`src/source/colmix_pkg.sv`:
```
`default_nettype none

package colmix_pkg;

    // Line buffer address width, 512 entries per layer
    localparam int buf_addr_w = 9;

    // Colour value that lets the layer below show through
    localparam logic [3:0] transparent_col = 4'hf;

    // Layer code written in the top bits of the palette address
    typedef logic [2:0] layer_t;

    // Codes of the three scroll layers
    localparam layer_t scr1_code = 3'd1;
    localparam layer_t scr2_code = 3'd2;
    localparam layer_t scr3_code = 3'd3;

    // One tile engine pixel
    typedef struct packed {
        // Palette number
        logic [4:0] pal;
        // Colour within the palette, 0xF is see-through
        logic [3:0] col;
    } scr_pixel_t;

    // Palette address sent to the frame buffer
    typedef struct packed {
        // Which layer won the priority test
        layer_t     layer;
        // Winning pixel, unchanged
        scr_pixel_t pixel;
    } pal_addr_t;

    // One write from a tile engine into its line buffer
    typedef struct packed {
        // X position on the line
        logic [buf_addr_w-1:0] addr;
        scr_pixel_t            pixel;
    } scr_write_t;

    // One pixel for the frame buffer
    typedef struct packed {
        // X position on the line
        logic [buf_addr_w-1:0] addr;
        // Palette address at that position
        pal_addr_t             data;
    } line_write_t;

endpackage

`default_nettype wire

```
`src/source/layer_priority.sv`:
```
`timescale 1ns/1ps
`default_nettype none

module layer_priority (
    input  logic                   clk,
    input  logic                   rst,
    input  colmix_pkg::scr_pixel_t scr1_pixel,
    input  colmix_pkg::scr_pixel_t scr2_pixel,
    input  colmix_pkg::scr_pixel_t scr3_pixel,
    input  logic                   en,
    output colmix_pkg::pal_addr_t  pal_addr
);

    import colmix_pkg::*;

    // Opaque flags for the two upper layers
    logic scr1_opaque;
    logic scr2_opaque;

    // Combinational choice before the register
    pal_addr_t pick;

    assign scr1_opaque = (scr1_pixel.col != transparent_col);
    assign scr2_opaque = (scr2_pixel.col != transparent_col);

    // Fixed order scroll 1, scroll 2, scroll 3
    // Scroll 3 is the backdrop, so its colour is never tested
    always_comb begin
        if (scr1_opaque) begin
            pick.layer = scr1_code;
            pick.pixel = scr1_pixel;
        end else if (scr2_opaque) begin
            pick.layer = scr2_code;
            pick.pixel = scr2_pixel;
        end else begin
            pick.layer = scr3_code;
            pick.pixel = scr3_pixel;
        end
    end

    // Priority register, doubles as the output stage of the pipeline
    // Holds while en is low so line_out stays put under back-pressure
    always_ff @(posedge clk or posedge rst) begin
        if (rst) begin
            pal_addr <= '0;
        end else if (en) begin
            pal_addr <= pick;
        end
    end

endmodule

`default_nettype wire

```
`config.mk`:
```
export PLATFORM = sky130hd
export DESIGN_NAME = layer_priority
export DESIGN_NICKNAME = d
export VERILOG_FILES = /design/src/source/colmix_pkg.sv /design/src/source/layer_priority.sv
export SDC_FILE = /design/constraint.sdc
export NUM_CORES = 1
export LEC_CHECK = 0
export CORE_MARGIN = 2
export CORE_UTILIZATION = 40
export DETAILED_ROUTE_END_ITERATION = 6
export DONT_BUFFER_PORTS = 1
export GPL_TIMING_DRIVEN = 1
export PLACE_DENSITY = 0.53
export SYNTH_ARGS = -nofsm -noshare
export SYNTH_HDL_FRONTEND = slang
export SYNTH_SLANG_ARGS = --single-unit
```
`constraint.sdc`:
```
create_clock -name clk -period 1.83 [get_ports clk]
set_input_delay 0.0915 -clock clk [delete_from_list [all_inputs] [get_ports clk]]
set_output_delay 0.0915 -clock clk [all_outputs]
set_load 0.03 [all_outputs]
```
== Word level (Yosys, flattened, before mapping) ==
Cells that the tools add are included.
W data, S select, Z words.

* Equal/unequal tests: 2
* Multiplexer cells: 2

{| class="wikitable"
|+ Operators with widths
! operator !! count
|-
| $mux W11 || 1
|-
| $mux W10 || 1
|-
| $ne A4 B4 Y1 const B || 2
|}

* Word-level logic and storage cells: 7
* Input bits: 30
* Register bits: 12
* Output and inout port bits: 12

== Depth between registers and ports, before layout ==
Gate-level depths: netlist (run 1).

* Depth in word-level cells: 3
* Mapped depth: 4
* Gate-level depth less buffers: 3

== Least setup slack after synthesis (run 1) ==
Ideal clock, no wire load.

* Path type: reg-to-reg
* Start point: register, netlist name pal_addr[4]
* End point: register pal_addr[4] (netlist name)
* Buffers on the path: 0
* Path slack: 0.871 ns
* Arrival: 0.830 ns
* Cell stages (with the launch flop): 4
* Setup time: 0.129 ns
* Period minus slack after synthesis: 0.959 ns
* Required time: 1.701 ns
* Cells stage by stage: dfrtp_1 -> nor2b_1 -> a31oi_1 -> o21ai_0

{| class="wikitable"
|+ RTL lines
! element !! RTL line !! text
|-
| end signal: assignment || layer_priority.sv:47 || <nowiki>pal_addr <= pick;</nowiki>
|-
| end: declaration || layer_priority.sv:11 || <nowiki>output colmix_pkg::pal_addr_t pal_addr</nowiki>
|}

==> metrics, run 1 <==
status=finished, final reports clean; reg-to-reg endpoint=pal_addr[6]$_DFFE_PP0P_; Nets=104; Post-synth top cells=dfrtp_1 (11), a31oi_1 (7), mux2i_1 (6); TritonCTS Sinks=11; final slew viol count=0; top-area cell type share of the netlist area=0.455; Die Wd=42.9 um; Sw Ratio=0.305; syn_nets=92; Seq/Total Area, Yosys=0.455; clk slew on worst S/H paths=0.07 ns; largest net degree at the start of global routing=16; unrepaired setup endpoints after global routing=false; Post-Place Cell Area=603 um^2; post-route cell area=729 um^2; Crit path required time=2.01 ns; Comb pwr share=0.131; worst skew pair latency=0.26 ns; Final Wtd Congestion=0.609; max-cap violations=0; synthesized area per cell=9.77 um^2; CP Launch Point=en; final hold violations=0; WS Path Type=in -> reg; DP Wirelength=973 um; n_diodes=0; Port Buffers=0; EDFF count, synth=0; Final Core Density=0.502; Vias=531; Pint=387 uW; r2r worst-path depth=3; part of the cycle the worst path needs=0.563; initial antenna violation count=0; H-tree levels=1; Worst setup SP type=input port; Layout area overhead=20.5%; Psw=170 uW; # IOs=42; Post-DRT Antenna Nets=0; Post-Syn Area=606 um^2; largest area contributor in the netlist=dfrtp_1; FMAX=970 MHz; Yosys reg bits=11; Slew @ Worst Pin=0.535 ns; Seq pwr share=0.576; drt wl/cell=16.2 um; most frequent cell after synthesis=dfrtp_1; Worst Setup EP=pal_addr[9]$_DFFE_PP0P_; max reg flops=11; setup violators final=0; worst slack, placed=0.816 ns; R2R setup slack=0.81 ns; hold crit path type=in -> reg; # rows=14; setup slack after layout=0.799 ns; total gr overflow=0; fin crit period=1.03 ns; drt pass-1 iters=3; Synth Flop Type=dfrtp_1; critical path capture point type=flop; vias in the first global route=511; Worst Path Max Fanout=15; top post-synthesis cells by area=dfrtp_1 (45%), mux2i_1 (9.9%), a31oi_1 (7.2%); clock share of power=0.293; Cells after Synth=62; Leak Pwr=0.323 nW; largest reg by FF count=pal_addr; Post-synth ARST share=1.00; clk buf depth=2; CTS buffer count=3; Worst VDD drop=0.379 mV; PD cells=764 nW/um^2; Final Power=557 uW; routed wire length=1440 um; Largest regs=pal_addr (11); initial core utilization=0.417; GR Util All Layers=0.171; fraction of final layout cells with drive strength greater than 1=0.0548; data arrival time of the critical path=1.21 ns; R2R Path Start=pal_addr[6]$_DFFE_PP0P_; Rel. slew slack=0.642; CTS tree=built; Syn. warnings=0; Residual DRC=0; die height=42.9 um; Synth cell types=17; Core Area=1450 um^2; root buf cell=clkbuf_4; Setup TNS=0 ns; final clock skew=0 ns; Setup Buffers After CTS=0; first-pass GRT wire length=2300 um; 1st-iter DRT viols=5; vias per inst=5.97; Die ar.=1840 um^2
-- worst min-delay path by stage --
stage | from | to | slack (ns) | cells past startpoint
floorplan | rst | pal_addr[0]$_DFFE_PP0P_ | -0.06 | 1
global placement | rst | pal_addr[0]$_DFFE_PP0P_ | 0.008 | 1
detailed placement | rst | pal_addr[0]$_DFFE_PP0P_ | 0.001 | 1
CTS | scr3_pixel[7] | pal_addr[7]$_DFFE_PP0P_ | 0.02 | 2
global route | scr3_pixel[6] | pal_addr[6]$_DFFE_PP0P_ | 0.03 | 2
finish | scr3_pixel[7] | pal_addr[7]$_DFFE_PP0P_ | 0.02 | 2
-- cell usage in the layout, fill, tap and decap left out, types with 3 or more instances in the layout --
cell | netlist | routed
a21oi_1 | 3 | 3
a31oi_1 | 7 | 7
clkbuf_4 | 0 | 3
dfrtp_1 | 11 | 11
dlygate4sd3_1 | 0 | 10
inv_1 | 5 | 5
mux2i_1 | 6 | 6
nand2_1 | 4 | 4
nand4b_1 | 3 | 3
nor2b_1 | 5 | 5
o21ai_0 | 5 | 5
o22ai_1 | 3 | 3
-- stage by stage --
stage	instances	hold WS, ns
after global routing	89	0.0346
after floorplan	62	-0.0561
final	89	0.0245
after CTS	89	0.0200
after global placement	75	0.00810
after detailed placement	75	0.00129
-- layout make-up --
type / instances / area, um^2
Sequential cell: 11 / 275
Multi-Input combinational cell: 43 / 289
Fill cell: 153 / 724
Inverter: 5 / 18.8
Timing Repair Buffer: 10 / 100
Tap cell: 16 / 20.0
Clock buffer: 4 / 26.3
-- power by group through the flow --
stage               logic, mW  registers [mW]  clock network, mW
floorplan              0.0537           0.323                  0
global placement       0.0511           0.326                  0
detailed placement     0.0519           0.326                  0
CTS                    0.0738           0.322              0.170
global route           0.0838           0.324              0.183
finish                 0.0729           0.321              0.163
-- per-layer routing --
layer  vias up  track usage  part of all wire  wire [um]
li1        249            -                 -          -
met1       255        0.227              0.45        651
met2        25        0.248              0.46        663
met3         2       0.0596             0.078        112
met4         0       0.0750            0.0090         13
met5         -            0                 0          0
-- kinds of logic (layout without fill, tap and decap cells) --
logic type / after synthesis / in the layout / synth area share
AOI/OAI and AO/OA: 20 / 20 / 0.186
buffers and inverters: 8 / 19 / 0.0682
DFF: 11 / 11 / 0.455
muxes: 6 / 6 / 0.0992
other: 1 / 1 / 0.00619
and+or+nand+nor: 16 / 16 / 0.186
-- worst max-delay path, stage by stage --
cell	delay (ns)
dlygate4sd3_1	0.87
nor2_1	0.10
a31oi_1	0.15
-- what timing repair did --
item	in CTS	in global routing
hold buffers	10	0
hold endpoints to repair	22	0
gates resized for setup	0	0
Power figures use the tool's default switching activity.
==> run 2, diff against run 1 <==
Settings changed: ABC_AREA from default to 1.
Clock period 1.83 ns to 0.95 ns, I/O delays scaled along.
==> run 2 against run 1 <==
  * The run now ends with hold timing left
  * Sequential share of layout area is 7.7 points lower
  * Hold slack worse by 0.057 ns
  * Clock power is 100% higher
  * Setup slack worse by 0.75 ns
  * Utilization is 4.1 points higher
  * Cell area is 26% higher
  * Final cell count is 58% higher
  * Non-clock buffer count is 13 higher
  * Synthesized cell count is 61% higher
  * Combinational power grew to 4.6 times the previous value
  * Critical path depth stayed put
==> metrics, run 2 <==
status=finished with violations; failing checks=hold timing; CTS buffer count=3 (unchanged); 1st-iter DRT viols=6 (+1); Comb pwr share=0.280 (+0.149); Setup Buffers After CTS=0 (unchanged); first-pass GRT wire length=2730 um (+19%); syn_nets=130 (+41%); CP Launch Point=en; clock share of power=0.273 (-0.020); # rows=15 (+1); Final Wtd Congestion=0.771 (+27%); vias in the first global route=715 (+40%); Worst Path Max Fanout=7 (-8); hold path depth=2 (unchanged); Setup TNS=0 ns (unchanged); hold crit path type=in -> reg; Leak Pwr=0.499 nW (+54%); initial antenna violation count=0 (unchanged); critical path capture point type=flop; Worst Hold Launch=en; routed wire length=1750 um (+22%); WS Path Type=in -> reg; max reg flops=11 (unchanged); Seq pwr share=0.447 (-0.129); data arrival time of the critical path=1.05 ns (-0.16 ns); root buf cell=clkbuf_4; top-area cell type share of the netlist area=0.396 (-0.0589); n_diodes=0 (unchanged); # IOs=42 (unchanged); Synth Flop Type=dfrtp_1; initial core utilization=0.412 (-0.00467); total gr overflow=0 (unchanged); die height=45.7 um (+6.5%); Nets=155 (+49%); Die Wd=45.7 um (+6.5%); crit-path cells=dlygate4sd3_1, mux2i_1, a21oi_1; H-tree levels=1 (unchanged); most frequent cell after synthesis=nand2_1; clk slew on worst S/H paths=0.07 ns (about the same); Post-synth top cells=nand2_1 (22), inv_1 (19), nor2_1 (16); CP max stage delay=0.72 ns (-0.15 ns); final hold violations=2 (+2); crit path max-delay cell type=dlygate4sd3_1; Psw=386 uW (+130%); worst slack, placed=0.225 ns (-0.591 ns); Residual DRC=0 (unchanged); clk buf depth=2 (unchanged); largest reg by FF count=pal_addr; Core Area=1690 um^2 (+16%); R2R setup slack=0.24 ns (-0.57 ns); M1 wire length=759 um (+17%); vias per inst=5.01 (-16%); FILL cells=186 (+22%); Worst VDD drop=0.783 mV (+110%); worst hold slack=-0.0323 ns (-0.0569 ns); largest area contributor in the netlist=dfrtp_1; Port Buffers=0 (unchanged); Post-Syn Area=696 um^2 (+15%); most frequent cells in the layout=nand2_1 (22), inv_1 (19), nor2_1 (16), buf_4 (13), dfrtp_1 (11); r2r worst-path depth=2 (-1); R2R Path Start=pal_addr[0]$_DFFE_PP0P_; Cells after Synth=100 (+61%); WL met3=89 um (-21%); drt pass-1 iters=4 (+1); top post-synthesis cells by area=dfrtp_1 (40%), nand2_1 (12%), inv_1 (10%); Die ar.=2090 um^2 (+13%); Layout area overhead=31.8%; CTS tree=built; Seq/Total Area, Yosys=0.396 (-0.0589); Pint=808 uW (+110%); most common cell after layout, fill and taps aside=nand2_1; max-cap violations=0 (unchanged); Post-DRT Antenna Nets=0 (unchanged); DR WL met2=856 um (+29%); Largest regs=pal_addr (11); Vias=707 (+33%); Crit path required time=1.10 ns (-0.91 ns); PD cells=1300 nW/um^2 (+70%); TritonCTS Sinks=11 (unchanged); EDFF count, synth=0 (unchanged); Yosys reg bits=11 (unchanged); Sw Ratio=0.323 (+0.0176); Final Core Density=0.543 (+0.0412); fin crit period=0.906 ns; Syn. warnings=0 (unchanged); final slew viol count=0 (unchanged); uppermost layer routed=met4; Synth cell types=18 (+1); synthesized area per cell=6.96 um^2 (-29%); Worst setup SP type=input port; final clock skew=0 ns (unchanged); GR Util All Layers=0.182 (+0.0114); drt wl/cell=12.4 um (-23%); setup violators final=0 (unchanged); Post-synth ARST share=1.00 (unchanged); setup slack after layout=0.0441 ns (-0.755 ns); FMAX=1100 MHz; largest net degree at the start of global routing=12 (-4); fraction of final layout cells with drive strength greater than 1=0.177 (+0.123); unrepaired setup endpoints after global routing=false; part of the cycle the worst path needs=0.954; worst skew pair latency=0.27 ns (about the same); DP Wirelength=1260 um (+29%)
[run 2: per-stage QoR]
stage | instance area (um^2) | cells | power, mW
floorplan | 696 | 100 | 0.753
global placement | 791 | 127 | 0.834
detailed placement | 791 | 127 | 0.840
CTS | 897 | 139 | 1.19
global route | 917 | 141 | 1.25
finish | 917 | 141 | 1.19
[run 2: final timing paths]
path,end
setup reg to reg,pal_addr[0]$_DFFE_PP0P_
min in group asynchronous,pal_addr[2]$_DFFE_PP0P_
max in group asynchronous,pal_addr[0]$_DFFE_PP0P_
hold / removal,pal_addr[2]$_DFFE_PP0P_
setup / recovery,pal_addr[3]$_DFFE_PP0P_
hold reg to reg,pal_addr[1]$_DFFE_PP0P_
[run 2: cell families (layout without fill, tap and decap cells)]
family                 after synthesis  count (layout)  share of synthesized area
other                                1               1                    0.00539
DFF                                 11              11                      0.396
and+or+nand+nor                     52              52                      0.338
buffers and inverters               23              47                      0.142
AOI/OAI and AO/OA                   10              10                     0.0755
muxes                                3               3                     0.0432
[run 2: what timing repair did]
item | 4_1_cts | 5_1_grt
hold buffers | 8 | 2
resized for setup | 0 | 0
hold endpoints to repair | 21 | 7
[run 2: worst max-delay path: cells and delay by family]
| family | cells | cell delay (ns) |
|---|---|---|
| muxes | 1 | 0.23 |
| AOI/OAI and AO/OA | 1 | 0.05 |
| buffers and inverters | 1 | 0.72 |
[run 2: layout make-up]
cell class / count / area, um^2 / share of cell area
Multi-Input combinational cell: 66 / 322 / 0.351
Sequential cell: 11 / 275 / 0.300
Timing Repair Buffer: 23 / 198 / 0.216
Inverter: 20 / 75.1 / 0.0819
Clock buffer: 4 / 26.3 / 0.0286
Tap cell: 17 / 21.3 / 0.0232
[run 2: routing by layer]
| layer | up-vias | track usage |
|---|---|---|
| met5 | - | 0 |
| met4 | 0 | 0.103 |
| met2 | 26 | 0.318 |
| met3 | 6 | 0.0397 |
| met1 | 324 | 0.201 |
| li1 | 351 | - |
[run 2: power by group through the flow]
stage                     registers (mW)  clock network, mW  logic, mW
final                              0.534              0.326      0.334
after global placement             0.541                  0      0.294
after detailed placement           0.542                  0      0.297
after global routing               0.539              0.344      0.366
after CTS                          0.534              0.336      0.325
after floorplan                    0.626                  0      0.128
