[src/source/colmix_pkg.sv]
`default_nettype none

package colmix_pkg;

    // Line buffer address width, 512 entries per layer
    localparam int buf_addr_w = 9;

    // Colour value that lets the layer below show through
    localparam logic [3:0] transparent_col = 4'hf;

    // Layer code written in the top bits of the palette address
    typedef logic [2:0] layer_t;

    // Codes of the three scroll layers
    localparam layer_t scr1_code = 3'd1;
    localparam layer_t scr2_code = 3'd2;
    localparam layer_t scr3_code = 3'd3;

    // One tile engine pixel
    typedef struct packed {
        // Palette number
        logic [4:0] pal;
        // Colour within the palette, 0xF is see-through
        logic [3:0] col;
    } scr_pixel_t;

    // Palette address sent to the frame buffer
    typedef struct packed {
        // Which layer won the priority test
        layer_t     layer;
        // Winning pixel, unchanged
        scr_pixel_t pixel;
    } pal_addr_t;

    // One write from a tile engine into its line buffer
    typedef struct packed {
        // X position on the line
        logic [buf_addr_w-1:0] addr;
        scr_pixel_t            pixel;
    } scr_write_t;

    // One pixel for the frame buffer
    typedef struct packed {
        // X position on the line
        logic [buf_addr_w-1:0] addr;
        // Palette address at that position
        pal_addr_t             data;
    } line_write_t;

endpackage

`default_nettype wire

[src/source/line_sequencer.sv]
`timescale 1ns/1ps
`default_nettype none

module line_sequencer #(
    parameter int line_len = 448
) (
    input  logic                                clk,
    input  logic                                rst,
    input  logic                                start,
    input  logic [2:0]                          scr_done,
    input  logic                                scr1_valid,
    input  logic                                scr2_valid,
    input  logic                                scr3_valid,
    output logic                                scr1_wr_en,
    output logic                                scr2_wr_en,
    output logic                                scr3_wr_en,
    output logic [colmix_pkg::buf_addr_w-1:0]   rd_addr,
    output logic                                rd_en,
    output logic                                pri_en,
    input  colmix_pkg::pal_addr_t               pal_addr,
    output colmix_pkg::line_write_t             line_out,
    output logic                                line_valid,
    input  logic                                line_ready,
    output logic                                line_done
);

    import colmix_pkg::*;

    // X position of the last pixel on the line
    localparam logic [buf_addr_w-1:0] last_x = buf_addr_w'(line_len - 1);

    // Phase, low = fill, high = dump
    logic                  dump;
    // One latch per layer, set by its done pulse
    logic [2:0]            done_q;
    // Next x position to read
    logic [buf_addr_w-1:0] rd_addr_q;
    // Every address of the line has been issued
    logic                  issue_done;
    // Read stage and priority stage valid bits
    logic                  rd_valid;
    logic                  pri_valid;
    // X position carried alongside each stage
    logic [buf_addr_w-1:0] rd_x;
    logic [buf_addr_w-1:0] pri_x;

    logic advance;
    logic issue;
    logic last_xfer;

    // Layer writes only land during fill, dump drops them
    assign scr1_wr_en = scr1_valid && !dump;
    assign scr2_wr_en = scr2_valid && !dump;
    assign scr3_wr_en = scr3_valid && !dump;

    // Whole pipeline moves when the output is empty or being taken
    assign advance = !pri_valid || line_ready;
    assign rd_en   = advance;
    assign pri_en  = advance;

    // A new address enters the read stage on this advance
    assign issue = dump && !issue_done;

    // Final pixel of the line accepted by the frame buffer
    assign last_xfer = pri_valid && line_ready && (pri_x == last_x);

    assign rd_addr    = rd_addr_q;
    assign line_valid = pri_valid;

    // Output word comes straight from the priority register
    always_comb begin
        line_out.addr = pri_x;
        line_out.data = pal_addr;
    end

    always_ff @(posedge clk or posedge rst) begin
        if (rst) begin
            dump       <= 1'b0;
            done_q     <= '0;
            rd_addr_q  <= '0;
            issue_done <= 1'b0;
            rd_valid   <= 1'b0;
            pri_valid  <= 1'b0;
            line_done  <= 1'b0;
        end else if (start) begin
            // Back to fill, also abandons a dump in progress
            dump       <= 1'b0;
            done_q     <= '0;
            rd_addr_q  <= '0;
            issue_done <= 1'b0;
            rd_valid   <= 1'b0;
            pri_valid  <= 1'b0;
            line_done  <= 1'b0;
        end else begin
            if (!dump) begin
                // Pulses may come in any order
                done_q <= done_q | scr_done;
                // Enter dump the cycle after the last latch sets
                if (&done_q) begin
                    dump       <= 1'b1;
                    rd_addr_q  <= '0;
                    issue_done <= 1'b0;
                end
            end
            if (advance) begin
                rd_valid  <= issue;
                pri_valid <= rd_valid;
                if (issue) begin
                    // Counter parks on the last x once it is issued
                    if (rd_addr_q == last_x) begin
                        issue_done <= 1'b1;
                    end else begin
                        rd_addr_q <= rd_addr_q + 1'b1;
                    end
                end
            end
            // Held until the next start
            if (last_xfer) begin
                line_done <= 1'b1;
            end
        end
    end

    // X copies follow the valid bits through the pipeline
    always_ff @(posedge clk) begin
        if (advance) begin
            rd_x  <= rd_addr_q;
            pri_x <= rd_x;
        end
    end

endmodule

`default_nettype wire

[config.mk]
export PLATFORM = sky130hd
export DESIGN_NAME = line_sequencer
export DESIGN_NICKNAME = d
export VERILOG_FILES = /design/src/source/colmix_pkg.sv /design/src/source/line_sequencer.sv
export SDC_FILE = /design/constraint.sdc
export NUM_CORES = 1
export LEC_CHECK = 0
export BUFFER_PORTS_ARGS = -buffer_cell sky130_fd_sc_hd__buf_2
export CORE_ASPECT_RATIO = 1.2
export CORE_MARGIN = 4
export CORE_UTILIZATION = 32
export CTS_BUF_LIST = sky130_fd_sc_hd__clkbuf_16
export DETAILED_ROUTE_END_ITERATION = 16
export PLACE_DENSITY = 0.62
export SETUP_SLACK_MARGIN = 0.15
export SKIP_CTS_REPAIR_TIMING = 1
export SLEW_MARGIN = 20
export SYNTH_ARGS = -nofsm -noshare
export SYNTH_HDL_FRONTEND = slang
export SYNTH_SLANG_ARGS = --single-unit
[constraint.sdc]
create_clock -name clk -period 3.2 [get_ports clk]
set_clock_uncertainty 0.2 [all_clocks]
set_input_delay 0 -clock clk [delete_from_list [all_inputs] [get_ports clk]]
set_output_delay 0 -clock clk [all_outputs]
set_load 0.05 [all_outputs]
Word-level counts from Yosys, hierarchy flattened. Cells that the tools add are included.

Equality and inequality tests: 3. Add/subtract/negate cells: 1. Muxes and demuxes: 23. Reductions and logical operators: 13. Bitwise gates (word level): 1.

Operators by type and width (count): $mux 9 (6); $eq 9x9->1 const B (2); $mux 1 (15); $add 9x1->9 const B (1); $logic_and 1x1->1 (6); $mux 3 (2); $reduce_bool 2->1 (2); $logic_not 1->1 (3); $or 3x3->3 (1); $reduce_and 3->1 (1); $ne 2x2->1 const B (1); $logic_or 1x1->1 (1).

Register bits: 35. Output and inout port bits: 37. Word-level logic and storage cells: 50. Input bits: 22.

Logic depth before layout (Yosys ltp). Gate-level depths: netlist (run 1).

Depth after elaboration: 7. Mapped depth: 6. Depth with buffers taken out: 5.

Least setup slack after synthesis (run 1). Ideal clock, no wire load.

Kind: register -> register. Start: register pri_valid, in the netlist line_valid. End: register rd_addr_q[5], in the netlist rd_addr[5]. Data required time: 2921 ps. Path buffers: 1. Stages on the path, launching flop included: 7. Arrival: 1986 ps. Path slack: 935 ps. Path through: dfrtp_1 nor2b_1 inv_2 nand2_2 buf_2 or3_1 a21oi_1.

Cells in the longest elaborated chain, start to end: 4.

RTL lines: start: declaration (line line_sequencer.sv:42) `logic pri_valid;`; start signal: assignment (line line_sequencer.sv:107) `pri_valid <= rd_valid;`; $logic_not 1->1 (line line_sequencer.sv:57) `assign advance = !pri_valid || line_ready;`; $logic_or 1x1->1 (line line_sequencer.sv:57); via pri_en (line line_sequencer.sv:19) `output logic pri_en,`; $mux 9 (line line_sequencer.sv:105) `if (advance) begin`; $mux 9 (line line_sequencer.sv:85) `end else if (start) begin`; end signal: assignment (line line_sequencer.sv:113) `rd_addr_q <= rd_addr_q + 1'b1;`; end: declaration (line line_sequencer.sv:37) `logic [buf_addr_w-1:0] rd_addr_q;`.

The timed path passes the listed nets, and every way through them passes these cells. A chain may end at the register's enable or synchronous reset.

Final worst setup path (run 1).
Start: register rd_addr_q[0], in the netlist rd_addr[0]. End: register issue_done.

Cells in the longest elaborated chain, start to end: 5.

RTL lines: $eq 9x9->1 (line line_sequencer.sv:110) `if (rd_addr_q == last_x) begin`; $mux 1 (line line_sequencer.sv:110); $mux 1 (line line_sequencer.sv:108) `if (issue) begin`; $mux 1 (line line_sequencer.sv:105); $mux 1 (line line_sequencer.sv:85); end signal: assignment (line line_sequencer.sv:90) `issue_done <= 1'b0;`; end signal: assignment (line line_sequencer.sv:102) `issue_done <= 1'b0;`; end signal: assignment (line line_sequencer.sv:111) `issue_done <= 1'b1;`; end: declaration (line line_sequencer.sv:39) `logic issue_done;`.

Every way passes these cells.

==> out/results.txt, run 1 <==
Synth warn - 0
Count of final hold-check violations - 0
Final #Nets - 197
Worst-path cell chain - ha_1 -> inv_1 -> nor4_2 -> nor2_1 -> a211oi_2
Final Cell Area - 2080 um2
Share of post-route cells with drive strength above 1 - 27.4%
Max_slew headroom - 39.4%
Final setup vio count - 0
GRT Overall Usage - 11.5%
CP Buf/Inv Count - 1
Cell Pwr Density - 577 nW/um2
Initial Utilization - 33.3%
Area contributors post-synth - edfxtp_1 35%, dfrtp_1 28%, buf_4 6.8%
Top cells by count, synth - 18 x edfxtp_1, 17 x dfrtp_1, 14 x buf_4, 11 x a21oi_1, 11 x nor2_1
Max IR drop VDD - 0.366 mV
Area grow syn2layout - 35.0%
Chip height - 84.0 um
Area share of the largest cell type after synthesis - 35.1%
Worst hold slack - 0.171 ns
Number of synthesized register bits - 35
Outcome - finished clean
Full die area - 5990 um2
Post-route DRC - 0
Mapped cell area - 1540 um2
Crit-path max FO - 12
DR vias/cell - 4.98
MaxCap Viol Count - 0
Worst Hold Class - in -> async
Setup CP Type - reg -> reg
Slew Viols, Final - 0
Syn Nets - 150
Routed Antenna Nets - 0
Critical Path Start - rd_addr[0]
WL/cell - 14.4 um
Global-route wire length before repair - 5.26 mm
Initial DRC count - 66
Final min period - 2.28 ns
Unique masters post-synth - 34
Core Region - 4630 um2
Clock transition at the registers of the reported paths - 0.05 ns
Synth Instances - 127
Synth Area per Inst - 12.1 um2
Fmax - 439 MHz
Clk_lat worst skew - 0.27 ns
Port bufs - 34
Seq/Total Area, Yosys - 62.8%
Synth area leader - edfxtp_1
Final core utilization - 44.9%
Root buf cell - clkbuf_16
Routability cong. - 0.874
Worst Path Arrival - 2.27 ns
Worst-margin pin slew - 0.901 ns
CTS Buf Count - 5
Top_reg_cell synth - edfxtp_1
N_diodes - 0
Fin crit share - 71.2%
Pin count of the biggest net entering global routing - 23
R2r startpoint - rd_addr[0]
Count leader, synth - edfxtp_1
Worst Setup EP - issue_done
Number of fill cells - 434
CP max-delay cell - nor4_2
Pre-Repair DR Iteration Count - 4
FF-to-FF setup slack - 0.92 ns
Total grt overflow - 0
Buffer depth of the longest clock path - 2
Kind of cell adding the most delay to the critical path - simple AND/OR/NAND/NOR gates
Startpoint types - flop
P_leak - 0.938 nW
Worst stage delay on the critical path - 0.81 ns
Via count - 1161
Placed instance area - 1670 um2
RSZ-0062 raised after global routing - no
CTS sink count - 35
HPWL Detailed - 2.19 mm
Die Width - 71.3 um
R2r endpoint - issue_done
Htree depth - 2
Async S/R FF share, synth - 48.6%
Tot Pwr - 1.20 mW
Vias in the first global route - 1099
Initial antenna violation count - 0
Total negative setup slack - 0 ns
WP data required - 3.19 ns
Num ports - 59
Crit end category - flop
Final WL - 3.36 mm
Row count - 27
Worst reg2reg path depth - 5
Number of synthesized flops with an enable pin - 18
CTS tree - yes
Number of cells on the critical path - 5
==> layout make-up <==
cell class | count | area (um2) | area share, %
Clock buffer | 5 | 125 | 6.02
Clock inverter | 3 | 63.8 | 3.07
Timing Repair Buffer | 56 | 390 | 18.8
Sequential cell | 35 | 966 | 46.5
Multi-Input combinational cell | 72 | 444 | 21.4
Inverter | 4 | 15.0 | 0.723
Tap cell | 58 | 72.6 | 3.49
==> power breakdown <==
| part | switching [mW] | total (mW) | internal (mW) |
|---|---|---|---|
| sequential | 0.00542 | 0.485 | 0.479 |
| combinational | 0.0705 | 0.102 | 0.0320 |
| clock | 0.167 | 0.610 | 0.443 |
==> sequential cells by signal (all words and copies together) (netlist names) <==
name	count
pri_x	9
rd_addr	9
rd_x	9
done_q	3
dump	1
issue_done	1
line_done	1
line_valid	1
rd_valid	1
==> kinds of logic (layout without fill, tap and decap cells) <==
logic type	after synthesis	count (layout)	share of synthesized area, %
mux	1	1	0.650
simple gates	47	47	17.7
xor+xnor	1	1	0.569
buf+inv	20	68	8.37
fa+ha+maj	1	1	0.813
flops	35	35	62.8
compound gates	22	22	9.11
==> cell usage in the layout, fill, tap and decap left out, types with 2 or more instances in the layout <==
| cell | n |
|---|---|
| bufinv_16 | 2 |
| o21ai_0 | 2 |
| buf_2 | 34 |
| edfxtp_1 | 18 |
| dfrtp_1 | 17 |
| nand2_1 | 4 |
| nor3_1 | 2 |
| nand4_1 | 3 |
| clkbuf_16 | 5 |
| a21oi_1 | 11 |
| inv_1 | 4 |
| nand3_1 | 6 |
| nor2_1 | 11 |
| o31ai_1 | 4 |
| and2b_1 | 2 |
| dlygate4sd3_1 | 22 |
| or3_1 | 4 |
| nor2b_1 | 4 |
| or4_1 | 4 |
==> worst min path at each step <==
| stage | cells past startpoint | endpoint | slack, ns | start |
|---|---|---|---|---|
| floorplan | 1 | done_q[0] | -0.27 | rst |
| global placement | 0 | line_out[0] | -0.20 | pal_addr[0] |
| detailed placement | 0 | line_out[0] | -0.20 | pal_addr[0] |
| CTS | 2 | rd_addr[8] | -0.35 | rst |
| global route | 3 | scr1_wr_en | 0.23 | scr1_valid |
| finish | 3 | rd_addr[4] | 0.17 | rst |
==> per-layer routing <==
| metal | track usage [%] | up-vias | routed length, um |
|---|---|---|---|
| met5 | 0 | - | 0 |
| met4 | 6.15 | 0 | 76 |
| met3 | 5.42 | 9 | 263 |
| met2 | 17.6 | 50 | 1750 |
| met1 | 13.1 | 558 | 1270 |
| li1 | - | 544 | - |
==> metrics by stage <==
stage	std cells	worst slack (ns)
5_1_grt	233	0.771
6_report	233	0.922
4_1_cts	211	0.957
3_5_place_dp	203	0.970
2_1_floorplan	127	0.935
3_3_place_gp	203	1.05
==> worst min-delay path: stages <==
cell           delay [ns]
dlygate4sd3_1        0.53
buf_2                0.12
inv_1                0.48
(Power assumes the default switching activity.)
==> run 2: changes to the inputs <==
clock period = 2.2 ns   (was 3.2 ns; I/O delays follow)
==> out/results.txt, run 2 (synthesis results as in run 1) <==
Share of post-route cells with drive strength above 1 - 31.1% (was 27.4%)
Crit-path max FO - 12 (unchanged)
GRT Overall Usage - 10.9% (was 11.5%)
Worst-path cell chain - ha_1 -> inv_2 -> nor4_2 -> buf_4 -> or4_1 -> a21oi_1 (was ha_1 -> inv_1 -> nor4_2 -> nor2_1 -> a211oi_2)
Vias in the first global route - 1094 (was 1099)
Clock transition at the registers of the reported paths - 0.05 ns (about the same)
Final core utilization - 44.6% (was 44.9%)
Area grow syn2layout - 34.1% (was 35.0%)
Slew Viols, Final - 0 (unchanged)
Worst Hold Class - in -> async (unchanged)
M2 GR Usage - 17.4% (was 17.6%)
Fmax - 517 MHz (was 439 MHz)
Root buf cell - clkbuf_16 (unchanged)
Htree depth - 2 (unchanged)
DR vias/cell - 5.04 (was 4.98)
Kind of cell adding the most delay to the critical path - simple AND/OR/NAND/NOR gates (unchanged)
Port bufs - 34 (unchanged)
Full die area - 5990 um2 (unchanged)
Max_slew headroom - 54.2% (was 39.4%)
Pin count of the biggest net entering global routing - 22 (was 23)
Initial Utilization - 33.3% (unchanged)
Routability cong. - 0.872 (was 0.874)
Buffer depth of the longest clock path - 2 (unchanged)
Row count - 27 (unchanged)
Crit end category - flop (unchanged)
Worst stage delay on the critical path - 0.46 ns (was 0.81 ns)
Most common cell after layout, fill and taps aside - buf_2 (unchanged)
Total grt overflow - 0 (unchanged)
Worst Path Arrival - 1.93 ns (was 2.27 ns)
Final setup vio count - 0 (unchanged)
Worst-margin pin slew - 0.686 ns (was 0.901 ns)
N_diodes - 0 (unchanged)
Outcome - finished clean (unchanged)
Fin crit share - 87.8% (was 71.2%)
Count of final hold-check violations - 0 (unchanged)
Num ports - 59 (unchanged)
Routed Antenna Nets - 0 (unchanged)
MaxCap Viol Count - 0 (unchanged)
WP data required - 2.20 ns (was 3.19 ns)
Final #Nets - 199 (was 197)
Chip height - 84.0 um (unchanged)
Clk_lat worst skew - 0.27 ns (about the same)
CP Buf/Inv Count - 2 (was 1)
Post-route DRC - 0 (unchanged)
Setup CP Type - reg -> reg (unchanged)
WL/cell - 14.3 um (was 14.4 um)
Via count - 1185 (was 1161)
Final min period - 1.93 ns (was 2.28 ns)
Startpoint types - flop (unchanged)
CP max-delay cell - or4_1 (was nor4_2)
P_leak - 0.925 nW (was 0.938 nW)
RSZ-0062 raised after global routing - no (unchanged)
Pre-Repair DR Iteration Count - 4 (unchanged)
Total negative setup slack - 0 ns (unchanged)
CTS sink count - 35 (unchanged)
Commonest cells after routing, fill and taps aside - 34 x buf_2, 22 x dlygate4sd3_1, 18 x edfxtp_1 (unchanged)
CTS Buf Count - 5 (unchanged)
Tot Pwr - 1.51 mW (was 1.20 mW)
Initial DRC count - 68 (was 66)
Max IR drop VDD - 0.404 mV (was 0.366 mV)
GR Util met3 - 4.82% (was 5.42%)
Final WL - 3.36 mm (about the same)
HPWL Detailed - 2.20 mm (was 2.19 mm)
Global route hottest layer - met2 (unchanged)
Met1 Usage GRT - 12.3% (was 13.1%)
CTS tree - yes (unchanged)
Cell Pwr Density - 732 nW/um2 (was 577 nW/um2)
Core Region - 4630 um2 (unchanged)
Initial antenna violation count - 0 (unchanged)
Global-route wire length before repair - 5.09 mm (was 5.26 mm)
Die Width - 71.3 um (unchanged)
==> run 2: cell types whose count changed in the layout (fill, tap and decap cells not counted), sizes merged <==
cell and delta:
bufinv -1, buf +2, clkinvlp +1, inv -1, clkinv +1
==> run 2: layout make-up <==
class / count / area [um2]
timing repair buffer: 58 / 405
multi-input combinational: 72 / 444
sequential: 35 / 971
fill: 419 / 2560
tap: 58 / 72.6
inverter: 4 / 28.8
clock buffer: 5 / 125
clock inverter: 3 / 16.3
==> run 2: report_power, final <==
part	internal (mW)	total (mW)	switching [mW]
Clock	0.412	0.655	0.243
Sequential	0.697	0.705	0.00744
Combinational	0.0471	0.150	0.103
Total	1.16	1.51	0.354
==> run 2: final timing paths <==
| check | start | end | slack (ns) | cells past startpoint |
|---|---|---|---|---|
| setup / recovery | rd_addr[0] | rd_addr[3] | 0.27 | 6 |
| hold / removal | rst | line_done | 0.17 | 3 |
| setup reg to reg | rd_addr[0] | rd_addr[3] | 0.27 | 6 |
| hold reg to reg | rd_x[2] | pri_x[2] | 0.22 | 0 |
| max in group asynchronous | rst | rd_addr[2] | 1.15 | 3 |
| min in group clk | scr1_valid | scr1_wr_en | 0.20 | 3 |
==> run 2: worst reg2reg max path: stages (launching register included) <==
cell	delay, ns
dfrtp_2	0.45
ha_1	0.24
inv_2	0.10
nor4_2	0.06
buf_4	0.18
or4_1	0.47
a21oi_1	0.17
==> run 2: stage by stage <==
stage | setup WS [ns] | instances | area (um2) | hold slack (ns)
6_report | 0.268 | 235 | 2060 | 0.173
5_1_grt | 0.173 | 235 | 2060 | 0.221
4_1_cts | 0.222 | 213 | 1840 | -0.357
3_5_place_dp | 0.234 | 205 | 1700 | -0.200
3_3_place_gp | 0.333 | 205 | 1700 | -0.200
2_1_floorplan | 0.174 | 127 | 1560 | -0.274
==> run 2: routing by layer <==
metal | routed length (um) | share of wire [%]
met5 | 0 | 0
met4 | 59 | 1.8
met3 | 324 | 9.6
met2 | 1680 | 50
met1 | 1300 | 39
